$ cat src/source/dfd_preview_cfg.svh
`ifndef DFD_PREVIEW_CFG_SVH
`define DFD_PREVIEW_CFG_SVH

////////////////////
// frame geometry

// raw frame as delivered by the camera pair
`define DFD_RAW_WIDTH  512
`define DFD_RAW_HEIGHT 480

// preview window size
`define DFD_ROI_WIDTH  490
`define DFD_ROI_HEIGHT 450

`define DFD_COORD_W 16
`define DFD_PIXEL_W 8

////////////////////
// host side

`define DFD_CMD_BYTES  6
// ASCII "BIVFRAME" sent most significant byte first
`define DFD_MAGIC      64'h42_49_56_46_52_41_4D_45
`define DFD_FIFO_DEPTH 16

`endif
$ cat src/source/dfd_preview_pkg.sv
`default_nettype none

`include "dfd_preview_cfg.svh"

package dfd_preview_pkg;

    // host command with the address in the upper two bytes
    typedef struct packed {
        logic [15:0] addr;
        logic [31:0] data;
    } cmd_t;

    typedef enum logic [15:0] {
        ROI_COL_ADDR     = 16'h0010,
        ROI_ROW_ADDR     = 16'h0011,
        CHANNEL_SEL_ADDR = 16'h0012
    } cmd_addr_e;

    // one byte per camera
    typedef struct packed {
        logic [`DFD_PIXEL_W-1:0] ch0;
        logic [`DFD_PIXEL_W-1:0] ch1;
    } pixel_pair_t;

    typedef struct packed {
        logic [`DFD_COORD_W-1:0] col;
        logic [`DFD_COORD_W-1:0] row;
        logic                    chan_sel;
    } roi_cfg_t;

    typedef struct packed {
        pixel_pair_t             pix;
        logic [`DFD_COORD_W-1:0] col;
        logic [`DFD_COORD_W-1:0] row;
        logic                    sof;
    } pix_beat_t;

    // frame_start marks the window corner pixel
    typedef struct packed {
        logic [`DFD_PIXEL_W-1:0] pixel;
        logic                    frame_start;
    } crop_beat_t;

    typedef enum logic [1:0] {
        SER_IDLE,
        SER_HEADER,
        SER_PIXELS
    } ser_state_e;

endpackage

`default_nettype wire

$ cat src/source/dfd_preview_top.sv
`timescale 1ns/10ps
`default_nettype none

`include "dfd_preview_cfg.svh"

module dfd_preview_top #(
    parameter int RAW_WIDTH  = `DFD_RAW_WIDTH,
    parameter int RAW_HEIGHT = `DFD_RAW_HEIGHT,
    parameter int ROI_WIDTH  = `DFD_ROI_WIDTH,
    parameter int ROI_HEIGHT = `DFD_ROI_HEIGHT
) (
    input  wire                          core_clk,
    input  wire                          sys_reset,
    // host command bytes
    input  wire [`DFD_PIXEL_W-1:0]       host_byte_i,
    input  wire                          host_byte_valid_i,
    // raw pixel pairs from both cameras
    input  wire dfd_preview_pkg::pixel_pair_t pix_i,
    input  wire                          pix_valid_i,
    input  wire                          pix_sof_i,
    // preview byte stream
    output logic [`DFD_PIXEL_W-1:0]      out_byte_o,
    output logic                         out_valid_o,
    input  wire                          out_stall_i,
    output logic                         overflow_o
);
    import dfd_preview_pkg::*;

    roi_cfg_t   roi_cfg_w;
    pix_beat_t  beat_w;
    logic       beat_valid_w;
    crop_beat_t crop_w;
    logic       crop_valid_w;

    ////////////////////
    // decode

    host_command_decoder #(
        .RAW_WIDTH (RAW_WIDTH),
        .ROI_WIDTH (ROI_WIDTH)
    ) u_host_command_decoder (
        .core_clk          (core_clk),
        .sys_reset         (sys_reset),
        .host_byte_i       (host_byte_i),
        .host_byte_valid_i (host_byte_valid_i),
        .roi_cfg_o         (roi_cfg_w)
    );

    pixel_coord_tracker #(
        .RAW_WIDTH  (RAW_WIDTH),
        .RAW_HEIGHT (RAW_HEIGHT)
    ) u_pixel_coord_tracker (
        .core_clk     (core_clk),
        .sys_reset    (sys_reset),
        .pix_i        (pix_i),
        .pix_valid_i  (pix_valid_i),
        .pix_sof_i    (pix_sof_i),
        .beat_o       (beat_w),
        .beat_valid_o (beat_valid_w)
    );

    ////////////////////
    // crop and serialize

    roi_cropper #(
        .ROI_WIDTH  (ROI_WIDTH),
        .ROI_HEIGHT (ROI_HEIGHT)
    ) u_roi_cropper (
        .core_clk     (core_clk),
        .sys_reset    (sys_reset),
        .roi_cfg_i    (roi_cfg_w),
        .beat_i       (beat_w),
        .beat_valid_i (beat_valid_w),
        .crop_o       (crop_w),
        .crop_valid_o (crop_valid_w)
    );

    frame_serializer u_frame_serializer (
        .core_clk     (core_clk),
        .sys_reset    (sys_reset),
        .crop_i       (crop_w),
        .crop_valid_i (crop_valid_w),
        .out_stall_i  (out_stall_i),
        .out_byte_o   (out_byte_o),
        .out_valid_o  (out_valid_o),
        .overflow_o   (overflow_o)
    );

endmodule

`default_nettype wire

$ cat src/source/frame_serializer.sv
`timescale 1ns/10ps
`default_nettype none

`include "dfd_preview_cfg.svh"

module frame_serializer (
    input  wire                          core_clk,
    input  wire                          sys_reset,
    input  wire dfd_preview_pkg::crop_beat_t crop_i,
    input  wire                          crop_valid_i,
    input  wire                          out_stall_i,
    output logic [`DFD_PIXEL_W-1:0]      out_byte_o,
    output logic                         out_valid_o,
    output logic                         overflow_o
);
    import dfd_preview_pkg::*;

    localparam int          DEPTH     = `DFD_FIFO_DEPTH;
    localparam int          AW        = $clog2(DEPTH);
    localparam logic [63:0] MAGIC     = `DFD_MAGIC;
    localparam int          HDR_BYTES = $bits(MAGIC) / 8;
    localparam int          IDX_W     = $clog2(HDR_BYTES + 1);

    crop_beat_t              mem [DEPTH];
    logic [AW:0]             wr_ptr_q;
    logic [AW:0]             rd_ptr_q;
    logic                    empty;
    logic                    full;
    logic                    push;
    logic                    pop;
    crop_beat_t              head;
    ser_state_e              state_q;
    logic [IDX_W-1:0]        hdr_idx_q;
    logic [`DFD_PIXEL_W-1:0] hold_q;
    logic [`DFD_PIXEL_W-1:0] magic_byte;
    logic                    have_byte;
    logic                    overflow_q;

    ////////////////////
    // beat FIFO

    assign empty = (wr_ptr_q == rd_ptr_q);
    assign full  = (wr_ptr_q[AW] != rd_ptr_q[AW]) && (wr_ptr_q[AW-1:0] == rd_ptr_q[AW-1:0]);
    assign push  = crop_valid_i && !full;
    assign head  = mem[rd_ptr_q[AW-1:0]];

    always_ff @(posedge core_clk) begin
        if (push) begin
            mem[wr_ptr_q[AW-1:0]] <= crop_i;
        end
    end

    always_ff @(posedge core_clk) begin
        if (sys_reset) begin
            wr_ptr_q   <= '0;
            rd_ptr_q   <= '0;
            overflow_q <= 1'b0;
        end else begin
            wr_ptr_q   <= wr_ptr_q + push;
            rd_ptr_q   <= rd_ptr_q + pop;
            // sticky until reset
            overflow_q <= overflow_q || (crop_valid_i && full);
        end
    end

    ////////////////////
    // output select

    assign magic_byte = MAGIC[(HDR_BYTES - 1 - int'(hdr_idx_q[IDX_W-2:0])) * 8 +: 8];

    always_comb begin
        if (state_q == SER_HEADER) begin
            have_byte  = 1'b1;
            // slot after the magic carries the held corner pixel
            out_byte_o = (hdr_idx_q == IDX_W'(HDR_BYTES)) ? hold_q : magic_byte;
        end else begin
            have_byte  = !empty && !head.frame_start && (state_q == SER_PIXELS);
            out_byte_o = head.pixel;
        end
    end

    assign out_valid_o = have_byte && !out_stall_i;

    // frame starts and stray pixels in idle leave without a transfer
    assign pop = !empty && (state_q != SER_HEADER) &&
                 (head.frame_start || (state_q == SER_IDLE) || out_valid_o);

    always_ff @(posedge core_clk) begin
        if (sys_reset) begin
            state_q   <= SER_IDLE;
            hdr_idx_q <= '0;
        end else if (state_q == SER_HEADER) begin
            if (out_valid_o) begin
                if (hdr_idx_q == IDX_W'(HDR_BYTES)) begin
                    state_q <= SER_PIXELS;
                end else begin
                    hdr_idx_q <= hdr_idx_q + 1'b1;
                end
            end
        end else if (pop && head.frame_start) begin
            state_q   <= SER_HEADER;
            hdr_idx_q <= '0;
        end
    end

    always_ff @(posedge core_clk) begin
        if (pop && head.frame_start) begin
            hold_q <= head.pixel;
        end
    end

    assign overflow_o = overflow_q;

endmodule

`default_nettype wire

$ cat src/source/roi_cropper.sv
`timescale 1ns/10ps
`default_nettype none

`include "dfd_preview_cfg.svh"

module roi_cropper #(
    parameter int ROI_WIDTH  = `DFD_ROI_WIDTH,
    parameter int ROI_HEIGHT = `DFD_ROI_HEIGHT
) (
    input  wire                          core_clk,
    input  wire                          sys_reset,
    input  wire dfd_preview_pkg::roi_cfg_t  roi_cfg_i,
    input  wire dfd_preview_pkg::pix_beat_t beat_i,
    input  wire                          beat_valid_i,
    output dfd_preview_pkg::crop_beat_t  crop_o,
    output logic                         crop_valid_o
);
    import dfd_preview_pkg::*;

    roi_cfg_t   cfg_q;
    roi_cfg_t   cfg_w;
    logic       col_in;
    logic       row_in;
    crop_beat_t crop_q;
    logic       crop_valid_q;

    ////////////////////
    // window compare

    // the sof pixel already sees the newly latched window
    assign cfg_w  = (beat_valid_i && beat_i.sof) ? roi_cfg_i : cfg_q;
    assign col_in = (beat_i.col >= cfg_w.col) && (beat_i.col < cfg_w.col + ROI_WIDTH);
    assign row_in = (beat_i.row >= cfg_w.row) && (beat_i.row < cfg_w.row + ROI_HEIGHT);

    always_ff @(posedge core_clk) begin
        if (sys_reset) begin
            cfg_q        <= '0;
            crop_valid_q <= 1'b0;
        end else begin
            cfg_q        <= cfg_w;
            crop_valid_q <= beat_valid_i && col_in && row_in;
        end
    end

    always_ff @(posedge core_clk) begin
        if (beat_valid_i) begin
            crop_q.pixel       <= cfg_w.chan_sel ? beat_i.pix.ch1 : beat_i.pix.ch0;
            crop_q.frame_start <= (beat_i.col == cfg_w.col) && (beat_i.row == cfg_w.row);
        end
    end

    assign crop_o       = crop_q;
    assign crop_valid_o = crop_valid_q;

endmodule

`default_nettype wire

$ cat src/source/pixel_coord_tracker.sv
`timescale 1ns/10ps
`default_nettype none

`include "dfd_preview_cfg.svh"

module pixel_coord_tracker #(
    parameter int RAW_WIDTH  = `DFD_RAW_WIDTH,
    parameter int RAW_HEIGHT = `DFD_RAW_HEIGHT
) (
    input  wire                          core_clk,
    input  wire                          sys_reset,
    input  wire dfd_preview_pkg::pixel_pair_t pix_i,
    input  wire                          pix_valid_i,
    input  wire                          pix_sof_i,
    output dfd_preview_pkg::pix_beat_t   beat_o,
    output logic                         beat_valid_o
);
    import dfd_preview_pkg::*;

    // coordinates of the next expected pixel
    logic [`DFD_COORD_W-1:0] col_q;
    logic [`DFD_COORD_W-1:0] row_q;
    logic [`DFD_COORD_W-1:0] cur_col;
    logic [`DFD_COORD_W-1:0] cur_row;
    pix_beat_t               beat_q;
    logic                    beat_valid_q;

    // sof forces the current pixel to the origin
    assign cur_col = pix_sof_i ? '0 : col_q;
    assign cur_row = pix_sof_i ? '0 : row_q;

    always_ff @(posedge core_clk) begin
        if (sys_reset) begin
            col_q        <= '0;
            row_q        <= '0;
            beat_valid_q <= 1'b0;
        end else begin
            beat_valid_q <= pix_valid_i;
            if (pix_valid_i) begin
                if (cur_col == RAW_WIDTH - 1) begin
                    col_q <= '0;
                    row_q <= (cur_row == RAW_HEIGHT - 1) ? '0 : cur_row + 1'b1;
                end else begin
                    col_q <= cur_col + 1'b1;
                    row_q <= cur_row;
                end
            end
        end
    end

    always_ff @(posedge core_clk) begin
        if (pix_valid_i) begin
            beat_q.pix <= pix_i;
            beat_q.col <= cur_col;
            beat_q.row <= cur_row;
            beat_q.sof <= pix_sof_i;
        end
    end

    assign beat_o       = beat_q;
    assign beat_valid_o = beat_valid_q;

endmodule

`default_nettype wire

$ cat src/source/host_command_decoder.sv
`timescale 1ns/10ps
`default_nettype none

`include "dfd_preview_cfg.svh"

module host_command_decoder #(
    parameter int RAW_WIDTH = `DFD_RAW_WIDTH,
    parameter int ROI_WIDTH = `DFD_ROI_WIDTH
) (
    input  wire                          core_clk,
    input  wire                          sys_reset,
    input  wire [`DFD_PIXEL_W-1:0]       host_byte_i,
    input  wire                          host_byte_valid_i,
    output dfd_preview_pkg::roi_cfg_t    roi_cfg_o
);
    import dfd_preview_pkg::*;

    localparam int COORD_W   = `DFD_COORD_W;
    localparam int LAST_BYTE = `DFD_CMD_BYTES - 1;
    localparam int CNT_W     = $clog2(`DFD_CMD_BYTES);
    localparam int SHIFT_W   = $bits(cmd_t) - `DFD_PIXEL_W;

    // window centred horizontally by default
    localparam logic [COORD_W-1:0] DEFAULT_COL = COORD_W'((RAW_WIDTH - ROI_WIDTH) / 2);

    logic [CNT_W-1:0]   byte_cnt_q;
    logic [SHIFT_W-1:0] shift_q;
    cmd_t               cmd_w;
    logic               cmd_done;
    roi_cfg_t           cfg_q;

    ////////////////////
    // byte assembly

    // the sixth byte completes the command in the same cycle
    assign cmd_w    = {shift_q, host_byte_i};
    assign cmd_done = host_byte_valid_i && (byte_cnt_q == CNT_W'(LAST_BYTE));

    always_ff @(posedge core_clk) begin
        if (sys_reset) begin
            byte_cnt_q <= '0;
        end else if (host_byte_valid_i) begin
            if (cmd_done) begin
                byte_cnt_q <= '0;
            end else begin
                byte_cnt_q <= byte_cnt_q + 1'b1;
            end
        end
    end

    always_ff @(posedge core_clk) begin
        if (host_byte_valid_i) begin
            shift_q <= cmd_w[SHIFT_W-1:0];
        end
    end

    ////////////////////
    // register file

    always_ff @(posedge core_clk) begin
        if (sys_reset) begin
            cfg_q.col      <= DEFAULT_COL;
            cfg_q.row      <= '0;
            cfg_q.chan_sel <= 1'b0;
        end else if (cmd_done) begin
            case (cmd_w.addr)
                ROI_COL_ADDR:     cfg_q.col      <= cmd_w.data[COORD_W-1:0];
                ROI_ROW_ADDR:     cfg_q.row      <= cmd_w.data[COORD_W-1:0];
                CHANNEL_SEL_ADDR: cfg_q.chan_sel <= cmd_w.data[0];
                // unknown addresses fall through untouched
                default: ;
            endcase
        end
    end

    assign roi_cfg_o = cfg_q;

endmodule

`default_nettype wire

$ cat config.mk
export PLATFORM = sky130hd
export DESIGN_NAME = dfd_preview_top
export DESIGN_NICKNAME = d
export VERILOG_FILES = /design/src/source/dfd_preview_pkg.sv /design/src/source/dfd_preview_top.sv /design/src/source/frame_serializer.sv /design/src/source/roi_cropper.sv /design/src/source/pixel_coord_tracker.sv /design/src/source/host_command_decoder.sv
export VERILOG_INCLUDE_DIRS = /design/src /design/src/source
export SDC_FILE = /design/constraint.sdc
export NUM_CORES = 1
export LEC_CHECK = 0
export CORE_ASPECT_RATIO = 0.7
export CORE_MARGIN = 4
export CORE_UTILIZATION = 50
export CTS_CLUSTER_SIZE = 24
export DETAILED_ROUTE_END_ITERATION = 10
export DONT_BUFFER_PORTS = 1
export PLACE_DENSITY = 0.62
export SYNTH_ARGS = -nofsm -noshare
export SYNTH_HDL_FRONTEND = slang
export SYNTH_SLANG_ARGS = --single-unit
$ cat constraint.sdc
create_clock -name core_clk -period 10.3 [get_ports core_clk]
set_input_delay 1.03 -clock core_clk [delete_from_list [all_inputs] [get_ports core_clk]]
set_output_delay 1.03 -clock core_clk [all_outputs]
set_load 0.01 [all_outputs]
==> impl_metrics.yaml <==
worst_setup_path:
  worstReg2RegStart: "u_pixel_coord_tracker.beat_o[0]"
  regToRegEndpoint: "u_roi_cropper.crop_valid_o"
  cp-endpoint: "out_valid_o"
  startpoint_type: "flop"
  path_cells: "buf_4 > mux4_2 > mux2i_1 > mux2i_1 > or4b_2 > a21oi_1"
  crit_top_cell: "mux2i_1"
  crit_family: "multiplexers"
  reg2reg_setup_slack_ps: 6190
  crit_path_max_fanout: 38
  cp_num_cells: 6
  critPathKind: "reg2out"
  crit_arrival_ps: 3470
  critPathLaunch: "u_frame_serializer.rd_ptr_q[0]"
  ff2ff_path_depth: 12
  end_kind: "output port"
  cp_slowest_cell: "or4b_2"
  required_ps: 9270
  critical_path.max_stage_delay_ps: 690
  crit_buf_inv: 1
timing:
  rsz0062_at_grt: "false"
  fin_crit_ps: 4495
  setup-violations-final: 0
  timing.setup.tns_ps: 0
  fin_skew_ps: 19.83
  max_slew_margin_pct: 32.04
  worst_pin_slew_ps: 1015
  slew_viol_final: 0
  hold_violations: 0
  timing.fmax_mhz: 222.5
  period_share_pct: 43.64
  setup_ws_ps: 5805
clock_network:
  cts_buffer_depth: 3
  clk_pin_slew_worst_paths_ps: 60
  cts-root-buf: "clkbuf_16"
  cts_tree: "done"
  post_cts_buffers: 0
  clk_latency_ps: 540
  ctsResizeCount: 0
  hold_buffers: 0
  clock_sinks: 370
  cts_max_level: 2
  numCtsBuffers: 37
grt:
  grt_util_all_layers_pct: 19.67
  grt_pass1_wl_um: 55800
  grt_max_degree: 104
  grt_remaining_overflow: 0
  grt_pass1_vias: 9564
  antenna_found_initial: 0
outcome:
  status: "finished, final reports clean"
placement:
  portBuffers: 0
  place_hpwl_um: 24030
  dp.cells: 1691
  place_ws_ps: 6271
  placed_area_um2: 16780
  place.gp.congestion: 0.8547
floorplanning:
  ios: 40
  start_util_pct: 50.82
  dieArea_um2: 35890
  die_h_um: 159.7
  core_um2: 32340
  row_count: 55
  die-width_um: 224.7
logic_synthesis:
  yosysMostFrequentCell: "edfxtp_1"
  synth_ff_type: "edfxtp_1"
  seq_area_frac_synth_pct: 60.28
  yosys-top-cells-count: "edfxtp_1, nand2_1, dfxtp_1"
  synthCells: 1312
  synth_nets: 1414
  avgSynthCellArea_um2: 12.53
  netlist.area_leader.share_pct: 45.67
  syn_area_um2: 16440
  async_flop_share_pct: 0
  synth_cell_type_count: 73
  synth_edf_count: 250
  synthTopCellsByArea: "edfxtp_1, dfxtp_1, ha_1"
  ys_ff_latch: 370
  ys_warn_count: 0
  synth_area_leader_cell: "edfxtp_1"
layout:
  drive_gt1_share_pct: 9.384
  fin_nets: 1405
  fin_area_um2: 18020
  fillCellCount: 2700
  syn2layout_area_growth_pct: 9.621
  instances_no_fill: 1759
  n_antenna_cell: 0
hold_path:
  hold_path_class: "reg2reg"
power:
  finalPower_mw: 3.164
  peakVddDrop_uv: 126.4
  leakage_nw: 6.211
  power.density_nw_per_um2: 175.6
routing:
  dr.pass1.iters: 5
  drt_first_iter_violations: 1146
  via_per_inst: 5.769
  drc: 0
  wl_per_cell_um: 19.99
  via_count: 10150
  ant_nets: 0
  routed_wl_um: 35160
flow_run:
  max_cap_violations: 0
==> worst min path at each step <==
stage,cells after the start,slack (ps),to,startpoint
after CTS,0,420,u_host_command_decoder.shift_q[17],u_host_command_decoder.shift_q[9]
after global placement,0,400,u_host_command_decoder.shift_q[20],u_host_command_decoder.shift_q[12]
after global routing,0,430,u_host_command_decoder.shift_q[16],u_host_command_decoder.shift_q[8]
after detailed placement,0,400,u_host_command_decoder.shift_q[17],u_host_command_decoder.shift_q[9]
final,0,420,u_host_command_decoder.shift_q[17],u_host_command_decoder.shift_q[9]
after floorplan,0,400,u_host_command_decoder.shift_q[16],u_host_command_decoder.shift_q[8]
==> area by class of cell <==
class / count / area [µm²] / share of cell area [%]
Timing Repair Buffer: 8 / 60.06 / 0.3333
Clock inverter: 22 / 251.5 / 1.396
Tap cell: 427 / 534.3 / 2.965
Multi-Input combinational cell: 860 / 6175 / 34.27
Sequential cell: 370 / 9911 / 55.00
Inverter: 26 / 97.59 / 0.5416
Clock buffer: 46 / 991.0 / 5.499
==> routing by layer <==
| layer | vias to the layer above | global-route usage (%) | routed length, µm | part of all wire [%] |
|---|---|---|---|---|
| li1 | 4885 | - | - | - |
| met1 | 4944 | 34.92 | 19300 | 55 |
| met2 | 275 | 24.62 | 13420 | 38 |
| met3 | 44 | 3.216 | 1961 | 5.6 |
| met4 | 0 | 3.869 | 479 | 1.4 |
| met5 | - | 0 | 0 | 0 |
==> cell usage in the layout, fill, tap and decap left out, types with 4 or more instances in the layout <==
cell type and instances:
edfxtp_1 250, nand2_1 135, dfxtp_1 119, nor2_1 104, a21oi_1 81, ha_1 72
o21ai_0 46, nor2b_1 44, nand3_1 42, mux2i_1 40, clkbuf_16 38, mux4_2 36
inv_1 25, xor2_1 24, nand4_1 21, nor3_1 20, xnor2_1 19, a211oi_1 15
mux2_2 14, nor4_1 11, a31oi_1 11, clkinv_1 11, and3_1 10, a22oi_1 10
nand2b_1 8, or3_1 8, buf_4 8, clkbuf_1 7, and2_1 6, o31ai_1 6
a21o_1 5, bufinv_16 5, clkinv_2 5, nand3b_1 4, nor3b_1 4, a2111oi_0 4
==> registers in the layout, indices dropped and copies added (netlist names) <==
register and flops:
u_frame_serializer.mem 144, u_pixel_coord_tracker.beat_o 49, u_host_command_decoder.shift_q 40, u_host_command_decoder.roi_cfg_o 33, u_roi_cropper.cfg_q 33, u_pixel_coord_tracker.col_q 16
u_pixel_coord_tracker.row_q 16, u_roi_cropper.crop_o 9, u_frame_serializer.hold_q 8, u_frame_serializer.rd_ptr_q 5, u_frame_serializer.wr_ptr_q 5, u_frame_serializer.hdr_idx_q 4
u_host_command_decoder.byte_cnt_q 3, u_frame_serializer.state_q 2, u_frame_serializer.overflow_o 1, u_pixel_coord_tracker.beat_valid_o 1, u_roi_cropper.crop_valid_o 1
==> power breakdown <==
part	switching, mW	leakage (nW)	total [mW]	internal, mW
logic	0.0883	2.32	0.149	0.0607
clock network	0.555	0.606	1.37	0.813
registers	0.0267	3.29	1.65	1.62
total	0.670	6.21	3.16	2.49
==> per-stage QoR <==
| step | util, % | hold slack (ps) |
|---|---|---|
| detailed placement | 51.87 | 404.5 |
| global route | 55.71 | 427.0 |
| CTS | 55.71 | 415.4 |
| global placement | 51.87 | 400.8 |
| finish | 55.71 | 415.3 |
| floorplan | - | 400.3 |
==> kinds of logic after synthesis <==
kind of cell	share of synthesized area, %
compound gates	8.076
xor+xnor	2.291
fa+ha+maj	5.602
buf+inv	2.184
flops	60.28
mux	8.548
simple gates	13.02
No activity file was read; power rests on OpenSTA's default activity.
